===== src/cpc_pkg.sv =====
// Shared bus structs, SDRAM page constants, download indices and MF2 shadow addresses
package cpc_pkg;

	////////////////////////////////////////
	// Widths
	////////////////////////////////////////

	localparam int mem_addr_w = 23;             // SDRAM byte address
	localparam int page_w     = 9;              // Upper ROM flag + 8-bit page

	////////////////////////////////////////
	// SDRAM pages and download slots
	////////////////////////////////////////

	localparam logic [page_w-1:0] mf2_page   = 9'h1FF; // Multiface ROM
	localparam logic [page_w-1:0] blank_page = 9'h1EE; // Unused page for a bad extension

	// Pages for slots 0..3 and again for slots 4..7 in bank 1
	localparam logic [3:0][page_w-1:0] slot_page = {9'h1FF, 9'h107, 9'h100, 9'h000};

	localparam logic [7:0] idx_rom = 8'd0;
	localparam logic [7:0] idx_ext = 8'd3;

	////////////////////////////////////////
	// Multiface Two
	////////////////////////////////////////

	localparam logic [15:0] nmi_vector  = 16'h0066;
	localparam logic [15:0] hide_vector = 16'h0065;
	localparam logic [13:0] mf2_io_base = 14'b11111110111010; // FEE8 / FEEA

	// Where each hardware register write lands in cartridge RAM
	localparam logic [12:0] shadow_pen_idx   = 13'h1FCF;
	localparam logic [12:0] shadow_pen_col   = 13'h1F90; // + pen index
	localparam logic [12:0] shadow_border    = 13'h1FDF;
	localparam logic [12:0] shadow_mode      = 13'h1FEF;
	localparam logic [12:0] shadow_banking   = 13'h1FFF;
	localparam logic [12:0] shadow_crtc_sel  = 13'h1CFF;
	localparam logic [12:0] shadow_crtc_val  = 13'h1DB0; // + CRTC register
	localparam logic [12:0] shadow_ppi       = 13'h17FF;
	localparam logic [12:0] shadow_upper_rom = 13'h1AAC;

	////////////////////////////////////////
	// Bus structs
	////////////////////////////////////////

	typedef struct packed {
		logic [15:0]           addr;     // Z80 address
		logic [mem_addr_w-1:0] mem_addr; // After motherboard banking
		logic [7:0]            dout;
		logic                  mem_rd;
		logic                  mem_wr;
		logic                  io_rd;
		logic                  io_wr;
		logic                  m1;
	} cpu_bus_t;

	typedef struct packed {
		logic        download;
		logic [7:0]  index;
		logic        wr;
		logic [24:0] addr;
		logic [7:0]  dout;
		logic [15:0] file_ext; // Two ASCII chars
	} dl_bus_t;

	typedef struct packed {
		logic                  oe;
		logic                  we;
		logic [mem_addr_w-1:0] addr;
		logic [1:0]            bank;
		logic [7:0]            din;
	} sdram_req_t;

endpackage

===== src/boot_mapper.sv =====
// Boot loader address mapper: ROM slot placement, expansion page from extension, model latch
`timescale 1ns/1ns

module boot_mapper import cpc_pkg::*; (
	input  logic                  clk_sys,
	input  logic                  reset,
	input  dl_bus_t               dl,
	input  logic                  model_sel,
	output sdram_req_t            boot_req,
	output logic [mem_addr_w-1:0] boot_addr,
	output logic                  model
);

	// {valid, value} for one hex character
	function automatic logic [4:0] hex_nib(input logic [7:0] c);
		logic [4:0] r;
		r = 5'd0;
		if (c >= "0" && c <= "9")
			r = {1'b1, c[3:0]};
		else if (c >= "A" && c <= "F")
			r = {1'b1, c[3:0] + 4'd9};
		return r;
	endfunction

	logic              rom_dl, ext_dl;
	logic              old_download, old_wr;
	logic              combo;          // Set by Z0 to move to the MF2 page after the first
	logic [page_w-1:0] page;           // Expansion base page
	logic [page_w-1:0] ext_page;
	logic [page_w-1:0] boot_page;
	logic [4:0]        nib_hi, nib_lo;
	logic [10:0]       slot;

	assign rom_dl = dl.download && (dl.index == idx_rom);
	assign ext_dl = dl.download && (dl.index == idx_ext);
	assign slot   = dl.addr[24:14];

	assign nib_hi   = hex_nib(dl.file_ext[15:8]);
	assign nib_lo   = hex_nib(dl.file_ext[7:0]);
	assign ext_page = (nib_hi[4] && nib_lo[4]) ? {1'b1, nib_hi[3:0], nib_lo[3:0]} : blank_page;

	////////////////////////////////////////
	// Expansion page, set at download start
	////////////////////////////////////////

	always_ff @(posedge clk_sys) begin
		old_download <= dl.download;
		old_wr       <= dl.wr;

		if (ext_dl && old_wr && !dl.wr && combo && (&boot_addr[13:0])) begin
			combo <= 1'b0;
			page  <= mf2_page;
		end

		if (!old_download && dl.download && ext_dl) begin
			combo <= 1'b0;
			if (dl.file_ext == "ZZ")
				page <= '0;
			else if (dl.file_ext == "Z0") begin
				page  <= '0;
				combo <= 1'b1;
			end else
				page <= ext_page;
		end
	end

	always_ff @(posedge clk_sys) begin
		if (reset)
			model <= model_sel;   // 6128 or 664 chosen on reset
	end

	////////////////////////////////////////
	// Download byte to SDRAM
	////////////////////////////////////////

	always_comb begin
		boot_req.oe   = 1'b0;
		boot_req.we   = (rom_dl || ext_dl) && dl.wr;
		boot_req.din  = dl.dout;
		boot_req.bank = 2'd0;
		boot_page     = '1;
		if (ext_dl) begin
			boot_page     = {page[8], page[7:0] + dl.addr[21:14]};
			boot_req.bank = {1'b0, model};
		end else if (slot < 11'd8) begin
			boot_page     = slot_page[slot[1:0]];
			boot_req.bank = {1'b0, slot[2]};   // Slots 4..7 go to bank 1
		end else
			boot_req.we = 1'b0;                // Past the last slot
		boot_req.addr = {boot_page, dl.addr[13:0]};
	end

	assign boot_addr = boot_req.addr;

endmodule


===== config.mk =====
export PLATFORM = sky130hd
export DESIGN_NAME = boot_mapper
export DESIGN_NICKNAME = d
export VERILOG_FILES = /design/src/cpc_pkg.sv /design/src/boot_mapper.sv
export SDC_FILE = /design/constraint.sdc
export NUM_CORES = 1
export LEC_CHECK = 0
export ABC_AREA = 1
export BUFFER_PORTS_ARGS = -buffer_cell sky130_fd_sc_hd__buf_2
export CAP_MARGIN = 20
export CORE_MARGIN = 3
export CORE_UTILIZATION = 40
export DETAILED_ROUTE_END_ITERATION = 10
export PLACE_DENSITY = 0.8
export SYNTH_ARGS = -nofsm -noshare
export SYNTH_HDL_FRONTEND = slang
export SYNTH_SLANG_ARGS = --single-unit

===== constraint.sdc =====
create_clock -name clk_sys -period 1.5 [get_ports clk_sys]
set_clock_uncertainty 0.15 [all_clocks]
set_input_delay 0.075 -clock clk_sys [delete_from_list [all_inputs] [get_ports clk_sys]]
set_output_delay 0.075 -clock clk_sys [all_outputs]
set_load 0.01 [all_outputs]

Word-level counts from Yosys, hierarchy flattened
Cells that the tools add are included.
Storage, ports and cells
  bits of input ports: 62
  register bits after elaboration: 13
  output and inout bits: 59
  logic and storage cells: 62
Cells by class
  multiplexer cells: 21
  reductions and logical operators: 20
  $add $sub $neg: 3
  eq/ne operators: 3
  magnitude comparators: 10
Operators by type and width (number)
  9-bit two-way mux: 7
  16-bit by 15-bit == test with 1-bit output, second input constant: 2
  5-bit two-way mux: 4
  9-bit binary-select mux with 2-bit select: 1
  8-bit by 6-bit greater-or-equal comparator with 1-bit output, second input constant: 2
  8-bit by 7-bit greater-or-equal comparator with 1-bit output, second input constant: 2
  8-bit by 6-bit <= comparator with 1-bit output, second input constant: 2
  8-bit by 7-bit <= comparator with 1-bit output, second input constant: 2
  1-bit logical AND: 14
  14-bit AND reduction: 1
  11-bit by 4-bit less-than comparator with 1-bit output, second input constant: 1
  4-bit adder, second input constant: 2
  8-bit adder: 1
  8-bit by 2-bit == test with 1-bit output, second input constant: 1
  8-bit zero test: 1
  1-bit two-way mux: 8
  8-bit two-way mux: 1
  2-bit by 3-bit less-than comparator with 1-bit output, second input constant: 1
  1-bit zero test: 2
  2-bit nonzero test: 1
  1-bit logical OR: 1

Longest topological paths before layout
  depth in word-level cells: 9
  depth in mapped cells: 11

Least setup slack after synthesis
OpenSTA, ideal clock, no wires.
  kind: register to output
  from: register page[0]
  to: output port boot_req[30] (netlist bit)
  data arrival time: 1.590 ns
  setup slack: -0.315 ns
  cell stages (with the launch flop): 10
  path buffers: 1
  cells stage by stage: edfxtp_1 ha_1 inv_1 fa_1 inv_1 nand4_1 nand3_1 nor2_1 o21ai_1 buf_4
On the way
  cells in the longest elaborated chain, start to end: 2
RTL lines
  start, declared: line boot_mapper.sv:28  | logic [page_w-1:0] page;
  start signal, assigned: line boot_mapper.sv:52  | page <= mf2_page;
  start signal, assigned: line boot_mapper.sv:63  | page <= ext_page;
  8-bit adder: line boot_mapper.sv:83  | boot_page = {page[8], page[7:0] + dl.addr[21:14]};
  9-bit two-way mux: line boot_mapper.sv:82  | if (ext_dl) begin
  end, declared: line boot_mapper.sv:9  | output sdram_req_t boot_req,
No other way between the ends.

Final worst setup path
  from: register page[0]
  to: output port boot_addr[20]
On the way
  cells in the longest elaborated chain, start to end: 2
RTL lines
  8-bit adder: line boot_mapper.sv:83
  9-bit two-way mux: line boot_mapper.sv:82
  end, declared: line boot_mapper.sv:10  | output logic [mem_addr_w-1:0] boot_addr,
No other way between the ends.

==> impl_metrics.env <==
export IMPL_ant_nets=0
export IMPL_synth_common_cells="nand2_1 (68), buf_4 (48), nor2_1 (39)"
export IMPL_synth_area_leader_cell="buf_4"
export IMPL_synth_most_common_cell="nand2_1"
export IMPL_hp_class="in2out"
export IMPL_final_area_mm2=0.002484
export IMPL_placed_cells=411
export IMPL_numCtsBuffers=3
export IMPL_fin_cells=421
export IMPL_reg2regPathDepth=5
export IMPL_gp_congestion=0.9188
export IMPL_synth_main_ff_cell="edfxtp_1"
export IMPL_synth_top_area_share=0.1866
export IMPL_power_density_mw_per_mm2=423.3
export IMPL_wire_per_inst_um=10.46
export IMPL_viasPerCell=4.575
export IMPL_core_area_mm2=0.004504
export IMPL_grt_max_degree=11
export IMPL_cap_violations=0
export IMPL_first_pass_iters=4
export IMPL_max_stage_delay_ns=0.36
export IMPL_grt_pass1_vias=1667
export IMPL_synth_edf_count=11
export IMPL_nets=450
export IMPL_finalHoldViolations=0
export IMPL_layout_drive_gt1_share=0.4472
export IMPL_arrival_ns=1.79
export IMPL_utilization=0.5514
export IMPL_drc=0
export IMPL_grt_use_total=0.1455
export IMPL_row_count=24
export IMPL_grt_pass1_wl_um=6693
export IMPL_clkLatencyLatePin_ns=0.24
export IMPL_setup_tns_ns=-5.537
export IMPL_path_clk_slew_ns=0.06
export IMPL_post_route_period_util=1.342
export IMPL_h_tree_depth=1
export IMPL_crit_slowest_cell="fa_2"
export IMPL_slew_violations=0
export IMPL_hpwl_um=3681
export IMPL_setup_viol=14
export IMPL_rsz0062_at_grt="true"
export IMPL_syn_to_final_growth_pct=28.65
export IMPL_worst_setup_path_end_kind="output pin"
export IMPL_ys_types=30
export IMPL_syn_cell_area_mm2=0.001931
export IMPL_syn_area_per_cell_um2=6.680
export IMPL_io_pins=121
export IMPL_grt_overflow=0
export IMPL_start_kind="flip-flop"
export IMPL_synthCells=289
export IMPL_setup_ws_ns=-0.5130
export IMPL_vias=1926
export IMPL_ir_drop_mv=0.2434
export IMPL_antenna_found_initial=0
export IMPL_nFillCells=438
export IMPL_die_area_mm2=0.005696
export IMPL_portBuffers=102
export IMPL_crit_chain="ha_2 > inv_2 > fa_2 > inv_2 > nand4_1 > nand3_2 > nand2_1 > nand2_1 > o21ai_2 > buf_2"
export IMPL_synth_seq_cells=13
export IMPL_min_period_ns=2.013
export IMPL_p_leak_uw=0.001304
export IMPL_synth_warnings=0
export IMPL_clock_sinks=13
export IMPL_cts_root_buf="clkbuf_8"
export IMPL_ys_seq_area_frac=0.1918
export IMPL_drt_iter0_markers=51
export IMPL_fp_dieH_um=75.48
export IMPL_dpl_cell_area_mm2=0.002338
export IMPL_cts_tree="built"
export IMPL_required_ns=1.27
export IMPL_antenna_cells=0
export IMPL_initial_utilization=0.4286
export IMPL_whs_path_depth=0
export IMPL_run_status="complete, but fails checks"
export IMPL_timing_fmax_ghz=0.4968
export IMPL_wl_um=4403
export IMPL_crit_type="reg2out"
export IMPL_ctsLongestPathBuffers=2
export IMPL_violations="setup timing"
export IMPL_synth_area_top_cells="buf_4 (19%), edfxtp_1 (17%), nand2_1 (13%), ha_1 (11%), nor2_1 (7.6%)"
export IMPL_fp_dieW_um=75.48
export IMPL_crit_path_max_fanout=3
export IMPL_async_flop_share=0
## sequential cells by signal, summed over array words and instances, names as in the netlist
| signal | count |
|---|---|
| old_wr | 1 |
| old_download | 1 |
| page | 9 |
| model | 1 |
| combo | 1 |
## cell usage in the layout (no fill, tap or decap), drive strengths merged
cell | synthesis | layout
o211ai | 1 | 1
nand4 | 5 | 5
nand2 | 72 | 72
dlygate4sd3 | 0 | 4
clkinv | 3 | 3
ha | 17 | 17
o21ai | 13 | 13
a21oi | 7 | 7
conb | 1 | 2
o21a | 1 | 1
nor3 | 4 | 4
clkbuf | 0 | 4
nand3b | 1 | 1
dfxtp | 2 | 2
xnor2 | 1 | 1
a21o | 1 | 1
nand3 | 21 | 21
nor2 | 42 | 42
xor2 | 3 | 3
edfxtp | 11 | 11
inv | 34 | 34
fa | 1 | 1
buf | 48 | 119
## power breakdown
| part | total [uW] | switching, uW | internal [uW] | leakage [uW] |
|---|---|---|---|---|
| Sequential | 397 | 3.92 | 393 | 0.000145 |
| Combinational | 350 | 186 | 163 | 0.00114 |
| Clock | 305 | 118 | 187 | 0.0000228 |
| Total | 1050 | 308 | 743 | 0.00130 |
## metal layers
| metal | part of all wire | global-route usage | vias up |
|---|---|---|---|
| li1 | - | - | 1025 |
| met1 | 0.43 | 0.1743 | 836 |
| met2 | 0.51 | 0.2665 | 59 |
| met3 | 0.047 | 0.01187 | 6 |
| met4 | 0.018 | 0.05825 | 0 |
| met5 | 0 | 0 | - |
## critical path: cells and delay by family, from the launching register on
kind,cells,cell delay [ns]
AO/OA/AOI/OAI,1,0.06
adder cells (fa/ha/maj),2,0.56
buffers and inverters,3,0.25
flip-flops,1,0.33
AND/OR/NAND/NOR,4,0.35
## timing repair
item | 4_1_cts | 5_1_grt
pin swaps | 3 | 2
hold buffers | 4 | 0
resized for setup | 8 | 5
buffers inserted | 2 | 0
cloned | 0 | 0
endpoints found under the hold margin | 4 | 0
endpoints found under the setup margin | 14 | 16
## cells by family (layout without fill, tap and decap cells)
family	count (synthesis)	count (layout)	synth area share
AOI/OAI and AO/OA	23	23	0.06805
xor gates and xnor gates	4	4	0.01815
adders and majority gates	18	18	0.1205
buffers and inverters	85	164	0.2586
DFF	13	13	0.1918
other	1	2	0.001942
and+or+nand+nor	145	145	0.3409
## path summary, 6_finish.rpt
path / from / endpoint / slack (ns)
hold / removal: dl[21] / boot_req[5] / 0.000004
setup / recovery: page[0] / boot_addr[20] / -0.51
setup reg to reg: combo / page[7] / 0.15
hold reg to reg: old_download / page[0] / 0.52
## area by class of cell
class	instances	area, um^2	area share
inverters	37	138.9	0.05592
well taps	52	65.06	0.02620
multi-input cells	192	1186	0.4776
clock buffers	4	45.04	0.01814
repair buffers	123	678.2	0.2730
flip-flops and latches	13	370.4	0.1491
## metrics by stage
stage	power (uW)	setup slack (ns)	hold slack (ns)
floorplan	635.2	-0.1712	-0.04728
global placement	731.9	-0.1626	0.00006862
detailed placement	738.7	-0.2191	0.00006862
CTS	1056	-0.4678	0.00006862
global route	1129	-0.6332	0.00001506
finish	1051	-0.5130	0.000004434
Power figures use the tool's default switching activity.
