$ cat src/cpc_pkg.sv
// Shared bus structs, SDRAM page constants, download indices and MF2 shadow addresses
package cpc_pkg;

	////////////////////////////////////////
	// Widths
	////////////////////////////////////////

	localparam int mem_addr_w = 23;             // SDRAM byte address
	localparam int page_w     = 9;              // Upper ROM flag + 8-bit page

	////////////////////////////////////////
	// SDRAM pages and download slots
	////////////////////////////////////////

	localparam logic [page_w-1:0] mf2_page   = 9'h1FF; // Multiface ROM
	localparam logic [page_w-1:0] blank_page = 9'h1EE; // Unused page for a bad extension

	// Pages for slots 0..3 and again for slots 4..7 in bank 1
	localparam logic [3:0][page_w-1:0] slot_page = {9'h1FF, 9'h107, 9'h100, 9'h000};

	localparam logic [7:0] idx_rom = 8'd0;
	localparam logic [7:0] idx_ext = 8'd3;

	////////////////////////////////////////
	// Multiface Two
	////////////////////////////////////////

	localparam logic [15:0] nmi_vector  = 16'h0066;
	localparam logic [15:0] hide_vector = 16'h0065;
	localparam logic [13:0] mf2_io_base = 14'b11111110111010; // FEE8 / FEEA

	// Where each hardware register write lands in cartridge RAM
	localparam logic [12:0] shadow_pen_idx   = 13'h1FCF;
	localparam logic [12:0] shadow_pen_col   = 13'h1F90; // + pen index
	localparam logic [12:0] shadow_border    = 13'h1FDF;
	localparam logic [12:0] shadow_mode      = 13'h1FEF;
	localparam logic [12:0] shadow_banking   = 13'h1FFF;
	localparam logic [12:0] shadow_crtc_sel  = 13'h1CFF;
	localparam logic [12:0] shadow_crtc_val  = 13'h1DB0; // + CRTC register
	localparam logic [12:0] shadow_ppi       = 13'h17FF;
	localparam logic [12:0] shadow_upper_rom = 13'h1AAC;

	////////////////////////////////////////
	// Bus structs
	////////////////////////////////////////

	typedef struct packed {
		logic [15:0]           addr;     // Z80 address
		logic [mem_addr_w-1:0] mem_addr; // After motherboard banking
		logic [7:0]            dout;
		logic                  mem_rd;
		logic                  mem_wr;
		logic                  io_rd;
		logic                  io_wr;
		logic                  m1;
	} cpu_bus_t;

	typedef struct packed {
		logic        download;
		logic [7:0]  index;
		logic        wr;
		logic [24:0] addr;
		logic [7:0]  dout;
		logic [15:0] file_ext; // Two ASCII chars
	} dl_bus_t;

	typedef struct packed {
		logic                  oe;
		logic                  we;
		logic [mem_addr_w-1:0] addr;
		logic [1:0]            bank;
		logic [7:0]            din;
	} sdram_req_t;

endpackage
$ cat src/rom_map_table.sv
// Upper ROM presence table and read mask for empty ROM pages
`timescale 1ns/1ns

module rom_map_table import cpc_pkg::*; (
	input  logic                  clk_sys,
	input  dl_bus_t               dl,
	input  logic [mem_addr_w-1:0] boot_addr,
	input  logic [mem_addr_w-1:0] mem_addr,
	input  logic [1:0]            mf2_mode,
	output logic                  rom_mask
);

	logic [255:0] rom_map;   // One flag per upper ROM page
	logic [7:0]   map_addr;
	logic         rom_dl;
	logic         old_wr, old_download;

	assign rom_dl = dl.download && (dl.index == idx_rom);

	always_ff @(posedge clk_sys) begin
		old_wr       <= dl.wr;
		old_download <= dl.download;

		// Fresh table for every ROM image
		if (rom_dl && !old_download)
			rom_map <= '0;
		else if (rom_dl && old_wr && !dl.wr && boot_addr[mem_addr_w-1])
			rom_map[boot_addr[21:14]] <= 1'b1;   // Byte done
	end

	always_ff @(posedge clk_sys)
		map_addr <= mem_addr[21:14];

	// Page FF holds the MF2 ROM and is hidden when the cartridge is off
	assign rom_mask = mem_addr[mem_addr_w-1] &&
		(!rom_map[map_addr] || ((&map_addr) && mf2_mode[1]));

	// A loaded page stays present until the next ROM image starts
	a_map_sticky: assert property (@(posedge clk_sys)
		(rom_dl && old_download) |=> ((rom_map & $past(rom_map)) == $past(rom_map)));

endmodule

$ cat config.mk
export PLATFORM = sky130hd
export DESIGN_NAME = rom_map_table
export DESIGN_NICKNAME = d
export VERILOG_FILES = /design/src/cpc_pkg.sv /design/src/rom_map_table.sv
export SDC_FILE = /design/constraint.sdc
export NUM_CORES = 1
export LEC_CHECK = 0
export BUFFER_PORTS_ARGS = -buffer_cell sky130_fd_sc_hd__buf_2
export CORE_MARGIN = 2
export CORE_UTILIZATION = 52
export CTS_CLUSTER_DIAMETER = 100
export CTS_CLUSTER_SIZE = 16
export DETAILED_ROUTE_END_ITERATION = 16
export PLACE_DENSITY_LB_ADDON = 0.05
export SYNTH_ARGS = -nofsm -noshare
export SYNTH_HDL_FRONTEND = slang
export SYNTH_SLANG_ARGS = --single-unit
$ cat constraint.sdc
create_clock -name clk_sys -period 4.43 [get_ports clk_sys]
set_input_delay 0.443 -clock clk_sys [delete_from_list [all_inputs] [get_ports clk_sys]]
set_output_delay 0.443 -clock clk_sys [all_outputs]
set_load 0.01 [all_outputs]
# Word-level counts from Yosys, hierarchy flattened
# Index checks and enable logic that the tools add are counted.
classes:
  n_lt_le_gt_ge: 3
  muxes: 4
  bitwise: 1
  n_reduce_logical: 14
op_table:
  columns: ["operator", "count"]
  rows:
  - ["256-bit OR", 1]
  - ["8-bit by 9-bit < comparator with 1-bit output, second input constant", 2]
  - ["1-bit binary-select mux with 8-bit select", 1]
  - ["1-bit demux with 8-bit select", 1]
  - ["8-bit by 1-bit greater-or-equal comparator with 1-bit output, second input constant", 1]
  - ["1-bit logical AND", 8]
  - ["8-bit zero test", 1]
  - ["8-bit AND reduction", 1]
  - ["1-bit zero test", 3]
  - ["1-bit two-way mux", 2]
  - ["1-bit logical OR", 1]
word_totals:
  register_bits: 266
  inputBits: 108
  elab_cells: 26

# Depth between registers and ports, before layout
# Gate-level depths: netlist of the first run.
depth:
  ltp_word: 5
  mapped_depth: 9
  depth_no_buf: 6

# Worst setup path before layout of the first run
# No wires, ideal clock.
synth_timing:
  path_type: "register to output"
  startpoint: "reg map_addr[0]"
  endpoint: "out rom_mask"
  arrival_ns: 2.061
  t_required_ns: 3.987
  setup_slack_ns: 1.926
  stages_incl_launch_ff: 9
  path_buffers: 2
  path_cell_list: "dfxtp_1 -> buf_4 -> buf_2 -> mux4_2 -> a22oi_1 -> a21oi_1 -> nor3b_1 -> nand3_1 -> a22oi_1"
synth_between:
  elab_chain_cells: 5
  word_cells_on_any_way: 7
  classes_between: "2 x mux; 5 x reduce/logical"
synth_lines:
  columns: ["element", "line_no", "text"]
  rows:
  - ["from (decl)", "rom_map_table.sv:14", "logic [7:0] map_addr;"]
  - ["from (signal assigned)", "rom_map_table.sv:32", "map_addr <= mem_addr[21:14];"]
  - ["1-bit binary-select mux with 8-bit select", "rom_map_table.sv:36", "(!rom_map[map_addr] || ((&map_addr) && mf2_mode[1]));"]
  - ["1-bit two-way mux (implied by the code)", "rom_map_table.sv:36", null]
  - ["1-bit zero test", "rom_map_table.sv:36", null]
  - ["1-bit logical OR (*)", "rom_map_table.sv:36", null]
  - ["1-bit logical AND (*)", "rom_map_table.sv:35", "assign rom_mask = mem_addr[mem_addr_w-1] &&"]
  - ["to (decl)", "rom_map_table.sv:10", "output logic rom_mask"]
# Every way passes the cells marked *; elsewhere a longest branch is shown, timed or not. The select of a mux whose other input is x is not followed.

# Worst setup path in the final report of the first run
layout_timing:
  startpoint: "reg map_addr[2]"
  endpoint: "out rom_mask"
# Same word-level chain as after synthesis.

==> impl_metrics.json, run 1 <==
{
  "grt_pass1_wl_um": 43300,
  "slew_headroom_pct": 20.5,
  "yosys_warnings": 0,
  "fin_tns_setup_ps": 0,
  "vdd_drop_max_mv": 0.245,
  "postCtsSetupBuffers": 0,
  "start_util_pct": 52.6,
  "cts.repair.resized": 0,
  "clk_pin_slew_worst_paths_ps": 70,
  "ys_seq_elements": 266,
  "nets": 1193,
  "synth_top_area_share_pct": 50.5,
  "drc_errors": 0,
  "cts_hold_buf": 0,
  "p_per_area_mw_per_mm2": 368,
  "async_flop_share_pct": 0,
  "root_buffer": "clkbuf_16",
  "cts_buffer_depth": 3,
  "drive_gt1_share_pct": 15.7,
  "cp.arrival_ps": 3200,
  "layout_min_cycle_time_ps": 3640,
  "worst-path-max-fanout": 23,
  "fin_skew_ps": 20.3,
  "final_cells": 1357,
  "portBuffers": 30,
  "gr-total-overflow": 0,
  "min_path_type": "in -> reg",
  "avgSynthCellArea_um2": 9.60,
  "rows": 52,
  "finalSetupViolations": 0,
  "max_freq_ghz": 0.275,
  "power.leakage_nw": 4.62,
  "ys.flop_type": "dfxtp_1",
  "cts.sinks": 266,
  "routedWlPerCell_um": 20.0,
  "cap_violations": 0,
  "worstMarginPinSlew_ps": 1190,
  "core_mm2": 0.0200,
  "synth_cells": 1097,
  "numCtsBuffers": 20,
  "grt_use_total_pct": 25.7,
  "boundaryPins": 109,
  "hold_slack_ps": 32.0,
  "syn_nets": 1205,
  "yosysMostFrequentCell": "nor2_1",
  "synth-seq-area-share_pct": 50.5,
  "area_delta_synth_final_pct": 8.31,
  "htreeDepth": 1,
  "antenna_found_initial": 0,
  "path_class": "reg -> out",
  "final_max_slew_viol_count": 0,
  "status": "finished, final reports clean",
  "die_w_um": 146,
  "synth_cell_types": 44,
  "critPathCaptureType": "primary output",
  "period_share_pct": 82.2,
  "antenna_cells": 0,
  "dp_cells": 1333,
  "syn-cell-area_mm2": 0.0105,
  "hpwl_um": 16200,
  "post-route-cell-area_mm2": 0.0114,
  "yosys.area.top_type": "dfxtp_1",
  "grt_setup_unrepaired": "false",
  "placed_area_mm2": 0.0109,
  "tritoncts": "built",
  "hold_violations": 0,
  "place.gp.congestion": 0.784,
  "grt_max_degree": 111,
  "grt_pass1_vias": 7549,
  "utilization_pct": 56.9,
  "critPathLaunchType": "flip-flop",
  "via_per_inst": 5.80,
  "postRouteAntennaNets": 0,
  "vias": 7873,
  "dieHeight_um": 146,
  "synth_edf_count": 0,
  "wirelength_um": 27200,
  "clkLatencyLatePin_ps": 520,
  "cp.required_ps": 3990,
  "die_area_mm2": 0.0214,
  "drt_iter0_drc": 598,
  "synth_common_cells": "nor2_1, dfxtp_1, a21oi_1, mux4_2, buf_2",
  "dr.pass1.iters": 5,
  "synthTopCellsByArea": "dfxtp_1, a21oi_1, mux4_2"
}
-- cells in the final DEF (no fill, tap or decap), drive strengths merged, types with 10 or more instances in the layout --
cell	netlist	final
nand2	13	13
a22oi	14	14
dfxtp	266	266
buf	52	53
clkbuf	35	22
nor2b	16	16
mux4	58	58
a21oi	263	263
nor3	26	26
nand2b	10	10
nand3	11	11
mux2i	10	10
mux2	13	13
nor2	277	277
-- layer usage --
metal  vias up  share of wire, %  GRT usage (%)
li1       3817                 -              -
met1      3858                48           38.2
met2       178                47           40.9
met3        20               4.4           3.22
met4         0               1.4           4.85
met5         -                 0              0
-- worst max-delay path, stage by stage (launching register included) --
cell and delay (ps):
dfxtp_2 720, buf_4 460, mux4_2 360, mux2i_1 230
mux2i_1 190, a22oi_1 250, nand4_1 120, a22oi_1 190
buf_2 170
-- stage by stage --
stage	worst slack, ps	power [mW]
floorplan	1930	2.56
global placement	1280	2.62
detailed placement	1260	2.62
CTS	712	4.24
global route	552	4.34
finish	789	4.20
-- cell families after synthesis --
| kind of cell | after synthesis | synth area share, % |
|---|---|---|
| and+or+nand+nor | 368 | 15.9 |
| AOI/OAI and AO/OA | 295 | 14.8 |
| DFF | 266 | 50.5 |
| buffers and inverters | 87 | 4.04 |
| muxes | 81 | 14.7 |
-- worst paths after layout --
| kind | start | slack [ps] | depth (start not counted) | end |
|---|---|---|---|---|
| worst max-delay path | map_addr[2]$_DFF_P_ | 790 | 8 | rom_mask |
| worst min register to register | rom_map[110]$_SDFFE_PP0P_ | 460 | 2 | rom_map[110]$_SDFFE_PP0P_ |
| worst min-delay path | mem_addr[21] | 30 | 1 | map_addr[7]$_DFF_P_ |
| worst max register to register | old_wr$_DFF_P_ | 2160 | 7 | rom_map[169]$_SDFFE_PP0P_ |
-- report_power, final --
part | switching, mW | internal, mW | total, mW
clock | 0.819 | 0.817 | 1.64
sequential | 0.0271 | 2.39 | 2.42
combinational | 0.0830 | 0.0581 | 0.141
-- state kept, by name, summed over array words and instances (netlist names) --
signal / cells
old_wr: 1
map_addr: 8
rom_map: 256
old_download: 1
-- cell type report --
type                       count  area, µm²
timing repair buffer          53        398
multi-input combinational    744       4810
clock inverter                 2       25.0
tap                          270        338
sequential                   266       5330
clock buffer                  22        508
fill                        1847       8630
Note: power is estimated with default switching activity, not from simulation.
==> inputs of run 2 (changes only) <==
==> constraint.sdc (replaced) <==
create_clock -name clk_sys -period 3.65 [get_ports clk_sys]
set_input_delay 0.365 -clock clk_sys [delete_from_list [all_inputs] [get_ports clk_sys]]
set_output_delay 0.365 -clock clk_sys [all_outputs]
set_load 0.01 [all_outputs]
==> run 2 against run 1 <==
Via count grew 1.6%; core utilization rose by 1.3 points; total power rose by 22%; largest cell class unchanged; sequential share of layout area shrank 1.0 points; worst hold slack better by 290 ps; non-clock buffer count up 24; highest routed layer unchanged.
==> impl_metrics.json, run 2 (synthesis results as in run 1) <==
{
  "finalSetupViolations": 0,
  "cp.arrival_ps": 3160,
  "wirelength_um": 28100,
  "worstMarginPinSlew_ps": 1180,
  "hold_violations": 0,
  "clkLatencyLatePin_ps": 510,
  "rows": 52,
  "start_util_pct": 52.6,
  "portBuffers": 30,
  "area_delta_synth_final_pct": 10.7,
  "hold_slack_ps": 321,
  "power.leakage_nw": 4.75,
  "crit_slowest_cell": "dfxtp_2",
  "period_share_pct": 96.5,
  "antenna_found_initial": 0,
  "via_per_inst": 5.79,
  "final_common_cell": "nor2_1",
  "core_mm2": 0.0200,
  "numCtsBuffers": 20,
  "root_buffer": "clkbuf_16",
  "path_class": "reg -> out",
  "fin_skew_ps": 18.7,
  "max_flop_register": "rom_map",
  "final_cell_mix": "nor2_1, a21oi_1, dfxtp_1",
  "htreeDepth": 1,
  "n_fill_cell": 1871,
  "cts.sinks": 266,
  "die_area_mm2": 0.0214,
  "gr-total-overflow": 0,
  "dieHeight_um": 146,
  "tritoncts": "built",
  "layout_min_cycle_time_ps": 3520,
  "vdd_drop_max_mv": 0.357,
  "place.gp.congestion": 0.809,
  "cp_cell_sequence": "buf_4, mux4_2, mux2_2, nand2_1, o2111ai_1, a32o_1, a22oi_1, buf_2",
  "r2r_slack_ps": 1640,
  "final_max_slew_viol_count": 0,
  "clk_pin_slew_worst_paths_ps": 80,
  "min_path_type": "in -> reg",
  "cts_buffer_depth": 3,
  "routedWlPerCell_um": 20.3,
  "drc_errors": 0,
  "slew_headroom_pct": 21.0,
  "die_w_um": 146,
  "postRouteAntennaNets": 0,
  "drt_iter0_drc": 712,
  "largest_reg_flops": 256,
  "cp.required_ps": 3280,
  "status": "finished, final reports clean",
  "max_stage_delay_ps": 900,
  "grt_use_total_pct": 26.3,
  "dr.pass1.iters": 7,
  "antenna_cells": 0,
  "nets": 1217,
  "boundaryPins": 109,
  "utilization_pct": 58.2,
  "fin_tns_setup_ps": 0,
  "p_total_mw": 5.14,
  "hpwl_um": 16800,
  "drive_gt1_share_pct": 16.7,
  "max_freq_ghz": 0.284,
  "grt_max_degree": 76,
  "critPathLaunchType": "flip-flop",
  "p_per_area_mw_per_mm2": 441,
  "worst-path-max-fanout": 30,
  "grt_pass1_vias": 7773,
  "grt_pass1_wl_um": 44400,
  "grt_setup_unrepaired": "false",
  "top_regs": "rom_map (256), map_addr (8)",
  "vias": 8000,
  "cap_violations": 0,
  "critPathCaptureType": "primary output"
}
[run 2: cell types whose count changed in the layout (fill, tap and decap cells not counted)]
cell	delta
buf_4	+11
clkinv_8	-1
dlygate4sd3_1	+10
buf_12	+3
clkbuf_16	+1
[run 2: cell type report]
| cell class | instances | area, µm² | share of cell area (%) |
|---|---|---|---|
| tap | 270 | 338 | 2.90 |
| timing repair buffer | 77 | 641 | 5.49 |
| sequential | 266 | 5330 | 45.7 |
| clock buffer | 23 | 533 | 4.57 |
| clock inverter | 1 | 8.76 | 0.0751 |
| multi-input combinational | 744 | 4810 | 41.2 |
[run 2: worst paths after layout]
| kind | end | startpoint | depth (start not counted) |
|---|---|---|---|
| worst max register to register | rom_map[60]$_SDFFE_PP0P_ | old_wr$_DFF_P_ | 6 |
| worst min register to register | rom_map[69]$_SDFFE_PP0P_ | rom_map[69]$_SDFFE_PP0P_ | 2 |
| worst min-delay path | rom_map[216]$_SDFFE_PP0P_ | boot_addr[15] | 4 |
| worst max-delay path | rom_mask | map_addr[2]$_DFF_P_ | 8 |
[run 2: where the power goes]
| part | switching [mW] | internal [mW] |
|---|---|---|
| clock | 0.984 | 1.03 |
| combinational | 0.108 | 0.0823 |
| sequential | 0.0324 | 2.91 |
[run 2: routing by layer]
layer  vias up  track usage (%)  share of wire [%]
met5         -                0                  0
met4         0             5.44                1.7
met3        33             3.88                5.4
met2       175             42.9                 47
met1      3929             37.6                 46
li1       3863                -                  -
[run 2: what timing repair did]
item                       CTS  global route
setup endpoints to repair    1             1
hold buffers                10             0
hold endpoints to repair    10             0
gates resized for setup      0             0
buffers inserted             1             1
[run 2: per-stage QoR]
stage | cell area, µm² | setup WS (ps) | instances
floorplan | 10500 | 1220 | 1097
detailed placement | 11000 | 516 | 1345
global placement | 11000 | 501 | 1345
finish | 11700 | 129 | 1381
global route | 11700 | 32.3 | 1381
CTS | 11600 | 55.4 | 1380
[run 2: critical path: cells and delay by family, from the launching register on]
family / cells / cell delay [ps]
buf+inv: 2 / 510
flops: 1 / 900
mux: 2 / 600
compound gates: 3 / 540
simple gates: 1 / 70
