`config.mk`:
```
export PLATFORM = sky130hd
export DESIGN_NAME = mf2_ctrl
export DESIGN_NICKNAME = d
export VERILOG_FILES = /design/src/cpc_pkg.sv /design/src/mf2_ctrl.sv
export SDC_FILE = /design/constraint.sdc
export NUM_CORES = 1
export LEC_CHECK = 0
export BUFFER_PORTS_ARGS = -buffer_cell sky130_fd_sc_hd__buf_4
export CORE_AREA = 10 10 47 49
export CTS_BUF_LIST = sky130_fd_sc_hd__clkbuf_2 sky130_fd_sc_hd__clkbuf_4 sky130_fd_sc_hd__clkbuf_8
export CTS_CLUSTER_DIAMETER = 100
export DETAILED_ROUTE_END_ITERATION = 10
export DIE_AREA = 0 0 57 59
export GPL_ROUTABILITY_DRIVEN = 0
export GPL_TIMING_DRIVEN = 1
export PLACE_DENSITY = 0.76
export SLEW_MARGIN = 0
export SYNTH_ARGS = -nofsm -noshare
export SYNTH_HDL_FRONTEND = slang
export SYNTH_SLANG_ARGS = --single-unit
```
`constraint.sdc`:
```
create_clock -name clk_sys -period 1.75 [get_ports clk_sys]
set_clock_uncertainty 0.2 [all_clocks]
set_input_delay 0.0875 -clock clk_sys [delete_from_list [all_inputs] [get_ports clk_sys]]
set_output_delay 0.0875 -clock clk_sys [all_outputs]
set_load 0.05 [all_outputs]
```
`src/cpc_pkg.sv`:
```
// Shared bus structs, SDRAM page constants, download indices and MF2 shadow addresses
package cpc_pkg;

	////////////////////////////////////////
	// Widths
	////////////////////////////////////////

	localparam int mem_addr_w = 23;             // SDRAM byte address
	localparam int page_w     = 9;              // Upper ROM flag + 8-bit page

	////////////////////////////////////////
	// SDRAM pages and download slots
	////////////////////////////////////////

	localparam logic [page_w-1:0] mf2_page   = 9'h1FF; // Multiface ROM
	localparam logic [page_w-1:0] blank_page = 9'h1EE; // Unused page for a bad extension

	// Pages for slots 0..3 and again for slots 4..7 in bank 1
	localparam logic [3:0][page_w-1:0] slot_page = {9'h1FF, 9'h107, 9'h100, 9'h000};

	localparam logic [7:0] idx_rom = 8'd0;
	localparam logic [7:0] idx_ext = 8'd3;

	////////////////////////////////////////
	// Multiface Two
	////////////////////////////////////////

	localparam logic [15:0] nmi_vector  = 16'h0066;
	localparam logic [15:0] hide_vector = 16'h0065;
	localparam logic [13:0] mf2_io_base = 14'b11111110111010; // FEE8 / FEEA

	// Where each hardware register write lands in cartridge RAM
	localparam logic [12:0] shadow_pen_idx   = 13'h1FCF;
	localparam logic [12:0] shadow_pen_col   = 13'h1F90; // + pen index
	localparam logic [12:0] shadow_border    = 13'h1FDF;
	localparam logic [12:0] shadow_mode      = 13'h1FEF;
	localparam logic [12:0] shadow_banking   = 13'h1FFF;
	localparam logic [12:0] shadow_crtc_sel  = 13'h1CFF;
	localparam logic [12:0] shadow_crtc_val  = 13'h1DB0; // + CRTC register
	localparam logic [12:0] shadow_ppi       = 13'h17FF;
	localparam logic [12:0] shadow_upper_rom = 13'h1AAC;

	////////////////////////////////////////
	// Bus structs
	////////////////////////////////////////

	typedef struct packed {
		logic [15:0]           addr;     // Z80 address
		logic [mem_addr_w-1:0] mem_addr; // After motherboard banking
		logic [7:0]            dout;
		logic                  mem_rd;
		logic                  mem_wr;
		logic                  io_rd;
		logic                  io_wr;
		logic                  m1;
	} cpu_bus_t;

	typedef struct packed {
		logic        download;
		logic [7:0]  index;
		logic        wr;
		logic [24:0] addr;
		logic [7:0]  dout;
		logic [15:0] file_ext; // Two ASCII chars
	} dl_bus_t;

	typedef struct packed {
		logic                  oe;
		logic                  we;
		logic [mem_addr_w-1:0] addr;
		logic [1:0]            bank;
		logic [7:0]            din;
	} sdram_req_t;

endpackage
```
`src/mf2_ctrl.sv`:
```
// Multiface Two NMI request, enable and hidden state
`timescale 1ns/1ns

module mf2_ctrl import cpc_pkg::*; (
	input  logic       clk_sys,
	input  logic       reset,
	input  cpu_bus_t   cpu,
	input  logic       key_nmi,
	input  logic [1:0] mf2_mode,   // 0 enabled, 1 hidden, 2 disabled
	output logic       nmi,
	output logic       mf2_en
);

	logic old_key_nmi, old_m1, old_io_wr;
	logic key_edge, m1_edge, io_wr_edge;
	logic hidden;

	assign key_edge   = !old_key_nmi && key_nmi;
	assign m1_edge    = !old_m1 && cpu.m1;
	assign io_wr_edge = !old_io_wr && cpu.io_wr;

	always_ff @(posedge clk_sys) begin
		old_key_nmi <= key_nmi;
		old_m1      <= cpu.m1;
		old_io_wr   <= cpu.io_wr;
	end

	////////////////////////////////////////
	// State
	////////////////////////////////////////

	always_ff @(posedge clk_sys) begin
		if (reset) begin
			nmi    <= 1'b0;
			mf2_en <= 1'b0;
			hidden <= |mf2_mode;
		end else begin
			if (key_edge && !mf2_en && !mf2_mode[1])
				nmi <= 1'b1;   // Red button

			// Page the cartridge in once the CPU takes the NMI
			if (nmi && m1_edge && (cpu.addr == nmi_vector)) begin
				mf2_en <= 1'b1;
				hidden <= 1'b0;
				nmi    <= 1'b0;
			end

			if (m1_edge && (cpu.addr == hide_vector))
				hidden <= 1'b1;   // Software asks to stay invisible

			// FEE8 pages in, FEEA pages out
			if (io_wr_edge && (cpu.addr[15:2] == mf2_io_base))
				mf2_en <= !cpu.addr[1] && !hidden;
		end
	end

	a_nmi_handoff: assert property (@(posedge clk_sys) disable iff (reset)
		(nmi && mf2_en) |=> !(nmi && mf2_en));

endmodule

```
Yosys cells after proc, flatten, opt, wreduce, memory -nomap -nowiden
Cells that the tools add are included.
- flip-flop bits (word level): 6
- input port bits: 57
- eq/ne operators: 3
- muxes and demuxes: 5
- reductions and logical operators: 21
- operator list (operator ; number):
    $eq A16 B7 Y1 const B ; 2
    $eq A14 B14 Y1 const B ; 1
    $logic_and A1 B1 Y1 ; 10
    $logic_not A1 Y1 ; 7
    $mux W1 ; 5
    $reduce_or A2 Y1 ; 2
    $reduce_bool A3 Y1 ; 1
    $reduce_bool A2 Y1 ; 1

Longest topological paths before layout
Gate-level depths: netlist of the first run.
- depth after elaboration: 7
- gate-level depth with buffers: 4
- mapped depth without buffers: 4

Worst setup path before layout of the first run
No wires, ideal clock.
- path kind: register -> register
- start: reg nmi
- end: reg hidden (enable)
- library setup time: 292 ps
- arrival time: 1242 ps
- data required time: 1258 ps
- setup slack: 17 ps
- stages on the path, launching flop included: 5
- path buffers: 0
- path through: dfxtp_1 -> nand2_1 -> nor4_4 -> a21oi_1 -> nand2_1
- longest elaborated chain between the ends: 3
- ends and longest elaborated chain (item ; line ; RTL):
    start, declared ; mf2_ctrl.sv:10 ; output logic nmi,
    start signal, assigned ; mf2_ctrl.sv:34 ; nmi <= 1'b0;
    start signal, assigned ; mf2_ctrl.sv:39 ; nmi <= 1'b1;
    start signal, assigned ; mf2_ctrl.sv:45 ; nmi <= 1'b0;
    $logic_and A1 B1 Y1 (2 in a row) ; mf2_ctrl.sv:42 ; if (nmi && m1_edge && (cpu.addr == nmi_vector)) begin
    $reduce_bool A3 Y1 (no line) ; -- ;
    end signal, assigned ; mf2_ctrl.sv:36 ; hidden <= |mf2_mode;
    end, declared ; mf2_ctrl.sv:16 ; logic hidden;
No other way between the ends.
A chain may end at the register's enable or synchronous reset.

Worst setup path in the final report of the first run
- start: in cpu[37] in the netlist's numbering
- end: reg hidden (enable)
- longest elaborated chain between the ends: 3
- elaborated cells on any way between the ends: 5
- classes of those cells: eq/ne: 2; reduce/logical: 3
- ends and longest elaborated chain (item ; line ; RTL):
    start, declared ; mf2_ctrl.sv:7 ; input cpu_bus_t cpu,
    $eq A16 B7 Y1, on equally long branches ; mf2_ctrl.sv:42, mf2_ctrl.sv:48 ;
    $logic_and A1 B1 Y1, on equally long branches ; mf2_ctrl.sv:42, mf2_ctrl.sv:48 ;
    $reduce_bool A3 Y1 (no line) * ; -- ;
Every way passes the cells marked *; elsewhere a longest branch is shown, timed or not.

==> results.md, run 1 <==
* Status: finished, final reports clean
* Maximum VDD drop at 0.267 mV
* FFs w/ async S/R, synth at 0%
* RR Startpoint: nmi$_SDFFE_PP0P_
* Worst setup EP type: flip-flop
* Critical Path RT at between 1.5 and 2 ns
* First-pass GRT wire length at 1.84 mm
* Net switching fraction of the power at 21.0%
* Die area at 0.00336 mm^2
* Flop pwr share at 39.4%
* Mapped Avg Cell Area at roughly 11 um^2
* Worst-Margin Slew at roughly 0.28 ns
* Post-synthesis net count at approximately 90
* Xor/xnor share of the synthesized area at 0%
* Nets at roughly 120
* Power Density at between 600 and 700 mW/mm^2
* Drt total wl at ~1.1 mm
* Synth Area in Adders at 0%
* GRT overflow at 0
* Switch Pwr at between 70 and 80 uW
* Crit path kind: input port to flip-flop
* Dominant cell type by area after synthesis: dfxtp_1
* Share of layout cells above drive strength 1 at between 50% and 60%
* Vias in the first global route at 429
* Fmax at 658 MHz
* Min Tclk post-route at between 1.5 and 2 ns
* Dpl ws at between 0.15 and 0.2 ns
* # setup viols final at 0
* Die X-Extent at between 50 and 60 um
* CTS tree: yes
* Top cells by area, synth: dfxtp_1 (30%), nor4_4 (13%), edfxtp_1 (9.1%)
* Synth Area in Simple Gates at 43.8%
* DR pass1 iterations at 4
* Fillers at 145
* HP Class: input port to flip-flop
* H-tree lvl count at 1
* Root buf cell: clkbuf_4
* Post-route ant nets at 0
* Cell repeated most along the worst path: nand2_1
* Core area at roughly 0.0014 mm^2
* Final hold vios at 0
* Leakage at 0.000286 uW
* Synth Cell Area at about 330 um^2
* Max Transition Viols Final at 0
* End of the worst hold path: mf2_en$_SDFFE_PP0P_
* 1st-iter DRT viols at 4
* Synth Area in Compound Gates at 15.8%
* CTS buffer count at 3
* Main synth FF type: dfxtp_1
* Yosys cell types at 20
* Chip height at about 59 um
* Number of flops mapped to enable cells by yosys at 1
* Fin crit share at between 80% and 90%
* RSZ-0062 raised after global routing: false
* Clk slew on worst S/H paths at approximately 0.05 ns
* Vias per cell at around 4.7
* Main combinational cell family by area after synthesis: simple AND/OR/NAND/NOR gates
* Syn-to-layout area delta at 90.6%
* Routed wire per std cell at about 13 um
* Slowest CP cell: dlygate4sd3_1
* Flop2flop setup slack at between 0.3 and 0.4 ns
* CP peak stage delay at between 0.5 and 0.6 ns
* Number of buffers added on ports at 24
* Initial core utilization at about a quarter
* Clk_lat worst skew at 0.24 ns
* Max clock buf depth at 2
* Slew margin rel. at 81.1%
* Worst Hold Launch: cpu[36]
* Mux contribution to synthesized area at 0%
* Post-synthesis sequential area ratio at 39.2%
* CP startpoint kind: input port
* Initial antenna violation count at 0
* Global-route usage over all layers at slightly below 7%
* Post-CTS resize count at 0
* Worst setup margin at ~0.23 ns
* CP delay by family, top: buffers and inverters
* Max FO, Critical Path at 3
* Mapped Cells at 31
* WP buf/inv at 2
* Yosys reg bits at 6
* Residual DRC at 0
* Crit path arrival time at ~1.3 ns
* Cell chain of the critical path: dlygate4sd3_1 -> buf_4 -> nand2_1 -> nor4_4 -> a21oi_1 -> nand2_1
* Core Rows at 14
* Combinational group share of total power at about a fifth
* Top cell type's share of synthesized area at around 30%
* Largest net degree at the start of global routing at 5
* Synth Warn # at 0
* I/O pins at 59
* Reg2reg end: hidden$_DFFE_PP_
* Clock power share at 39.5%
* Total negative slack at 0 ns
* Via count at 383
* Total clock sinks at 6
* Hold path cells at 4
* Reg2Reg Depth at 4
* Pint at roughly 300 uW
* Diode count at 0
* Max-cap violations at 0
## flip-flops by register name (all words and copies together) (netlist names)
signal       cells
old_io_wr        1
nmi              1
old_m1           1
mf2_en           1
hidden           1
old_key_nmi      1
## tightest hold or removal path: stages
cell	delay [ns]
buf_4	0.10
nor4_4	0.04
a22oi_1	0.19
a211oi_2	0.09
## metal layers
metal	track usage, %	vias up	share of wire [%]
li1	-	192	-
met2	11.2	19	48
met4	4.03	0	0
met3	4.29	0	14
met5	0	-	0
met1	6.15	172	39
## Yosys cell counts (2+ instances only)
library cell  number
nor4_1             2
nor4_4             2
dfxtp_1            5
nor4b_1            2
nand2_1            5
## cell type report
| cell class | instances | area, um^2 | area share (%) |
|---|---|---|---|
| Sequential cell | 6 | 130 | 20.6 |
| Tap cell | 16 | 20.0 | 3.17 |
| Clock buffer | 4 | 30.0 | 4.75 |
| Multi-Input combinational cell | 24 | 198 | 31.3 |
| Inverter | 1 | 3.75 | 0.594 |
| Timing Repair Buffer | 31 | 250 | 39.6 |
## layout by cell type (no fill, tap or decap), types with 2 or more instances in the layout
master,instances
nor4_4,2
nand2_1,5
dfxtp_1,5
nor4_1,2
clkbuf_4,4
buf_4,24
dlygate4sd3_1,7
nor4b_1,2
## stage by stage
step / area [um^2] / std cells / hold WS, ns / power, uW / utilization (%)
after global routing: 632 / 82 / 0.113 / 408 / 45.1
final: 632 / 82 / 0.107 / 381 / 45.1
after CTS: 632 / 82 / 0.106 / 390 / 45.1
after floorplan: 332 / 31 / -0.0848 / 172 / -
after detailed placement: 532 / 71 / 0.00132 / 221 / 37.9
after global placement: 532 / 71 / -0.000339 / 219 / 37.9
## repair_timing
action,CTS,global route
setup buffers,0,0
hold buffers,7,0
endpoints found under the hold margin,7,0
endpoints found under the setup margin,0,0
## cell families (layout without fill, tap and decap cells)
family,count (synthesis),after routing
buffers and inverters,1,36
and+or+nand+nor,17,17
AOI/OAI and AO/OA,7,7
DFF,6,6
## worst max-delay path by stage
stage	from	endpoint	slack (ns)	cells after the start
final	cpu[37]	hidden$_DFFE_PP_	0.23	6
after global routing	cpu[37]	hidden$_DFFE_PP_	0.15	5
after CTS	cpu[37]	hidden$_DFFE_PP_	0.23	6
after detailed placement	cpu[43]	hidden$_DFFE_PP_	0.16	5
after global placement	cpu[43]	hidden$_DFFE_PP_	0.21	5
after floorplan	nmi$_SDFFE_PP0P_	hidden$_DFFE_PP_	0.02	4
## power groups by stage
stage	registers, uW	clock network, uW	logic [uW]
5_1_grt	150	171	87.6
3_3_place_gp	152	0	66.8
6_report	150	151	80.2
3_5_place_dp	153	0	68.6
2_1_floorplan	156	0	15.8
4_1_cts	150	159	80.9
Note: power is estimated with default switching activity, not from simulation.
==> run 2: changes to the inputs <==
CORE_AREA = 2 2 39 41   (was 10 10 47 49)
DIE_AREA = 0 0 41 43   (was 0 0 57 59)
==> run 2 against run 1 <==
Utilization increased by 0.57 points. Sequential cell count unchanged. Critical path type unchanged. Critical path depth did not move. Largest power group is now sequential cells. Cell area unchanged. Die area down 48%. Sequential power barely moved. Setup slack got worse by 0.0029 ns. Cell count is the same. Power shrank 0.24%. Wire length down 19%.
==> results.md, run 2 (synthesized netlist as in run 1, its figures left out) <==
* Max FO, Critical Path at 3 (unchanged)
* Max-cap violations at 0 (unchanged)
* Core Rows at 14 (unchanged)
* RR Startpoint: nmi$_SDFFE_PP0P_ (unchanged)
* Design Area, Final at 632 um^2 (unchanged)
* Vias per cell at 4.62 (was 4.67)
* I/O pins at 59 (unchanged)
* Flop2flop setup slack at 0.35 ns (about the same)
* CTS tree: yes (unchanged)
* Vias in the first global route at 370 (was 429)
* HP Class: input port to flip-flop (unchanged)
* Maximum VDD drop at 0.336 mV (was 0.267 mV)
* Crit path arrival time at 1.28 ns (about the same)
* Total clock sinks at 6 (unchanged)
* Fin cells at 82 (unchanged)
* Total negative slack at 0 ns (unchanged)
* Residual DRC at 0 (unchanged)
* Diode count at 0 (unchanged)
* Initial antenna violation count at 0 (unchanged)
* Reg2Reg Depth at 4 (unchanged)
* Fillers at 144 (was 145)
* 1st-iter DRT viols at 3 (was 4)
* Clk slew on worst S/H paths at 0.05 ns (about the same)
* DR pass1 iterations at 3 (was 4)
* Post-route ant nets at 0 (unchanged)
* Routed wire per std cell at 10.5 um (was 13.0 um)
* Core area at 0.00138 mm^2 (was 0.00140 mm^2)
* Min Tclk post-route at 1.52 ns (about the same)
* Share of layout cells above drive strength 1 at 50.0% (unchanged)
* Root buf cell: clkbuf_4 (unchanged)
* Critical Path RT at 1.51 ns (about the same)
* H-tree lvl count at 1 (unchanged)
* Combinational group share of total power at 21.0% (was 21.1%)
* Crit path kind: input port to flip-flop (unchanged)
* Clock power share at 39.4% (was 39.5%)
* Drt total wl at 859 um (was 1.06 mm)
* First-pass GRT wire length at 1.30 mm (was 1.84 mm)
* PnR Total Power at 380 uW (was 381 uW)
* Post-DP Area at 532 um^2 (unchanged)
* CTS buffer count at 3 (unchanged)
* Nets at 124 (unchanged)
* Post-CTS resize count at 0 (unchanged)
* Placed Instances at 71 (unchanged)
* # setup viols final at 0 (unchanged)
* CP startpoint kind: input port (unchanged)
* Register area at 130 um^2 (unchanged)
* Die area at 0.00176 mm^2 (was 0.00336 mm^2)
* Max clock buf depth at 2 (unchanged)
* Fmax at 657 MHz (was 658 MHz)
* Global-route usage over all layers at 11.1% (was 6.74%)
* Clk_lat worst skew at 0.24 ns (about the same)
* Pint at 301 uW (about the same)
* Fin crit share at 87.0% (was 86.8%)
* Final hold vios at 0 (unchanged)
* Flop pwr share at 39.6% (was 39.4%)
* Worst setup EP type: flip-flop (unchanged)
* Chip height at 43 um (was 59 um)
* Syn-to-layout area delta at 90.6% (unchanged)
* GRT overflow at 0 (unchanged)
* Commonest non-fill, non-tap cell in the layout: buf_4 (unchanged)
* Max Transition Viols Final at 0 (unchanged)
* Slew margin rel. at 81.9% (was 81.1%)
* Commonest non-fill, non-tap cells in the layout: buf_4 (24), dlygate4sd3_1 (7), nand2_1 (5), dfxtp_1 (5), clkbuf_4 (4) (unchanged)
* Switch Pwr at 78.9 uW (was 79.8 uW)
* End of the worst hold path: nmi$_SDFFE_PP0P_ (was mf2_en$_SDFFE_PP0P_)
* Leakage at 0.000286 uW (unchanged)
* Net switching fraction of the power at 20.8% (was 21.0%)
* Number of buffers added on ports at 24 (unchanged)
* Reg2reg end: hidden$_DFFE_PP_ (unchanged)
* RSZ-0062 raised after global routing: false (unchanged)
* Worst-Margin Slew at 0.267 ns (was 0.280 ns)
* Via count at 379 (was 383)
* Largest net degree at the start of global routing at 5 (unchanged)
* Worst Hold Launch: cpu[36] (unchanged)
* Multi-input logic area at 198 um^2 (unchanged)
* Hold path cells at 4 (unchanged)
* Power Density at 601 mW/mm^2 (was 603 mW/mm^2)
* Initial core utilization at 24.0% (was 23.7%)
* Die X-Extent at 41 um (was 57 um)
* Status: finished, final reports clean (unchanged)
[run 2: worst max-delay path by stage]
| stage | end | startpoint |
|---|---|---|
| final | hidden$_DFFE_PP_ | cpu[37] |
| after global routing | hidden$_DFFE_PP_ | cpu[37] |
| after CTS | hidden$_DFFE_PP_ | cpu[37] |
| after detailed placement | hidden$_DFFE_PP_ | cpu[43] |
| after global placement | hidden$_DFFE_PP_ | cpu[43] |
| after floorplan | hidden$_DFFE_PP_ | nmi$_SDFFE_PP0P_ |
[run 2: final cells by class]
cell class | instances | area share, %
Timing Repair Buffer | 31 | 39.6
Multi-Input combinational cell | 24 | 31.3
Sequential cell | 6 | 20.6
Clock buffer | 4 | 4.75
Tap cell | 16 | 3.17
Inverter | 1 | 0.594
[run 2: power by group through the flow]
stage / sequential (uW) / clock, uW / combinational, uW
3_5_place_dp: 153 / 0 / 68.4
6_report: 150 / 150 / 79.9
2_1_floorplan: 156 / 0 / 15.8
5_1_grt: 151 / 166 / 86.7
4_1_cts: 150 / 158 / 80.7
3_3_place_gp: 152 / 0 / 66.8
[run 2: metal layers]
layer	GRT usage [%]	part of all wire [%]	vias to the layer above
met4	8.00	0	0
li1	-	-	192
met5	0	0	-
met1	9.74	36	169
met3	3.14	10	0
met2	19.4	53	18
[run 2: what timing repair did]
action / CTS / global route
endpoints found under the hold margin: 7 / 0
hold buffers: 7 / 0
setup buffers: 0 / 0
[run 2: critical path, cell delays in order]
cell and delay [ns]:
dlygate4sd3_1 0.53, buf_4 0.11, nand2_1 0.08, nor4_4 0.28, a21oi_1 0.12, nand2_1 0.08
[run 2: metrics by stage]
step / worst slack [ns] / hold slack [ns] / util, %
detailed placement: 0.184 / 0.00262 / 38.4
global placement: 0.210 / -0.000259 / 38.4
CTS: 0.232 / 0.114 / 45.7
finish: 0.228 / 0.120 / 45.7
floorplan: 0.0166 / -0.0848 / -
global route: 0.168 / 0.120 / 45.7
==> run 3: changes to the inputs <==
clock period = 1.52 ns   (was 1.75 ns; I/O delays follow)
==> run 3 against run 2 <==
Sequential power is 15% higher. Worst hold slack worse by 0.056 ns. Register-to-register slack worse by 0.09 ns. Cell area is 2.2% higher. Sequential share of layout area is 0.14 points higher. Critical path depth is 1 lower. Clock power is 19% higher. Utilization is 0.99 points higher. Die area stayed put. Non-clock buffer count stayed put. Critical path type unchanged. Highest routed layer is now met4.
==> results.md, run 3 (synthesized netlist as in run 1, its figures left out) <==
* Worst Hold Launch: cpu[36] (unchanged)
* HP Class: input port to flip-flop (unchanged)
* Root buf cell: clkbuf_4 (unchanged)
* Syn-to-layout area delta at 94.7% (was 90.6%)
* DR pass1 iterations at 4 (was 3)
* Max Transition Viols Final at 0 (unchanged)
* Final hold vios at 0 (unchanged)
* Number of buffers added on ports at 24 (unchanged)
* Multi-input logic area at 208 um^2 (was 198 um^2)
* CP startpoint kind: input port (unchanged)
* RR Startpoint: nmi$_SDFFE_PP0P_ (unchanged)
* Vias in the first global route at 403 (was 370)
* Reg2reg end: mf2_en$_SDFFE_PP0P_ (was hidden$_DFFE_PP_)
* Reg2Reg Depth at 4 (unchanged)
* Worst-Margin Slew at 0.264 ns (was 0.267 ns)
* Commonest non-fill, non-tap cell in the layout: buf_4 (unchanged)
* Clk slew on worst S/H paths at 0.05 ns (about the same)
* Status: finished, final reports clean (unchanged)
* Fin crit share at a little over nine tenths
* Diode count at 0 (unchanged)
* Max clock buf depth at 2 (unchanged)
* Vias per cell at 4.84 (was 4.62)
* Global-route usage over all layers at 11.3% (was 11.1%)
* H-tree lvl count at 1 (unchanged)
* Crit path arrival time at 1.19 ns (was 1.28 ns)
* Min Tclk post-route at 1.43 ns
* Design Area, Final at 646 um^2 (was 632 um^2)
* Initial core utilization at 24.0% (unchanged)
* Commonest non-fill, non-tap cells in the layout: buf_4 (24), dlygate4sd3_1 (7), nand2_1 (5) (was buf_4 (24), dlygate4sd3_1 (7), nand2_1 (5), dfxtp_1 (5), clkbuf_4 (4))
* Fin cells at 82 (unchanged)
* I/O pins at 59 (unchanged)
* Maximum VDD drop at 0.452 mV (was 0.336 mV)
* Drt total wl at 943 um (was 859 um)
* Via count at 397 (was 379)
* Worst Hold Slack at 0.0644 ns (was 0.120 ns)
* PnR Total Power at 444 uW (was 380 uW)
* Initial antenna violation count at 0 (unchanged)
* Residual DRC at 0 (unchanged)
* Total clock sinks at 6 (unchanged)
* End of the worst hold path: nmi$_SDFFE_PP0P_ (unchanged)
* Clk_lat worst skew at 0.25 ns (was 0.24 ns)
* # setup viols final at 0 (unchanged)
* CTS tree: yes (unchanged)
* Die X-Extent at 41 um (unchanged)
* Crit path kind: input port to flip-flop (unchanged)
* Post-route ant nets at 0 (unchanged)
* Core Util, Final at 46.7% (was 45.7%)
* Routed wire per std cell at 11.5 um (was 10.5 um)
* Core Rows at 14 (unchanged)
* Slew margin rel. at 82.2% (was 81.9%)
* Flop2flop setup slack at 0.26 ns (was 0.35 ns)
* Placed Instances at 71 (unchanged)
* First-pass GRT wire length at 1.37 mm (was 1.30 mm)
* Post-CTS setup buffers at 0 (unchanged)
* RSZ-0062 raised after global routing: false (unchanged)
* Register area at 134 um^2 (was 130 um^2)
* Die area at 0.00176 mm^2 (unchanged)
* Nets at 124 (unchanged)
* Post-DP Area at 536 um^2 (was 532 um^2)
* Fillers at 141 (was 144)
* Share of layout cells above drive strength 1 at 54.5% (was 50.0%)
* Max-cap violations at 0 (unchanged)
* Hold path cells at 4 (unchanged)
* Chip height at 43 um (unchanged)
* Largest net degree at the start of global routing at 5 (unchanged)
* Core area at 0.00138 mm^2 (unchanged)
* Max FO, Critical Path at 3 (unchanged)
* Power Density at 688 mW/mm^2 (was 601 mW/mm^2)
* Worst setup EP type: flip-flop (unchanged)
* CTS buffer count at 3 (unchanged)
* GRT overflow at 0 (unchanged)
* Leakage at 0.000287 uW (was 0.000286 uW)
* Critical Path RT at 1.29 ns (was 1.51 ns)
* Fmax at approximately 700 MHz
* 1st-iter DRT viols at 5 (was 3)
-- run 3: cell counts in the layout (fill, tap and decap cells not counted) --
No cell type changed its count.
-- run 3: timing repair --
item                                   4_1_cts  5_1_grt
endpoints found under the hold margin        7        0
setup endpoints to repair                    0        2
hold buffers                                 7        0
gates resized for setup                      0        2
-- run 3: through the flow --
step | setup slack [ns] | TNS (ns)
6_report | 0.0942 | 0
3_3_place_gp | -0.0117 | -0.0117
2_1_floorplan | 0.0669 | 0
5_1_grt | 0.0129 | 0
3_5_place_dp | -0.0160 | -0.0160
4_1_cts | 0.0167 | 0
-- run 3: worst max path at each step --
stage / to / from / cells past startpoint
6_report: hidden$_DFFE_PP_ / cpu[37] / 5
5_1_grt: hidden$_DFFE_PP_ / cpu[37] / 5
4_1_cts: hidden$_DFFE_PP_ / cpu[37] / 6
3_5_place_dp: hidden$_DFFE_PP_ / cpu[43] / 5
3_3_place_gp: hidden$_DFFE_PP_ / cpu[43] / 5
2_1_floorplan: hidden$_DFFE_PP_ / nmi$_SDFFE_PP0P_ / 4
-- run 3: layout make-up --
| class | instances | area share, % |
|---|---|---|
| Inverter | 1 | 0.581 |
| Sequential cell | 6 | 20.7 |
| Timing Repair Buffer | 31 | 38.8 |
| Tap cell | 16 | 3.10 |
| Clock buffer | 4 | 4.65 |
| Multi-Input combinational cell | 24 | 32.2 |
-- run 3: critical path: stages --
cell	delay (ns)
dlygate4sd3_1	0.53
buf_4	0.14
nor4b_2	0.25
nand2_1	0.11
nand2_1	0.09
-- run 3: power by group --
group          total (uW)  internal (uW)  switching (uW)
clock                 178            117            60.3
combinational        94.0           59.6            34.4
sequential            172            170            2.75
-- run 3: metal layers --
metal | up-vias | track usage, % | part of all wire (%)
met5 | - | 0 | 0
met4 | 0 | 6.00 | 1.3
met3 | 2 | 3.14 | 12
met2 | 24 | 21.3 | 52
met1 | 177 | 9.65 | 35
li1 | 194 | - | -
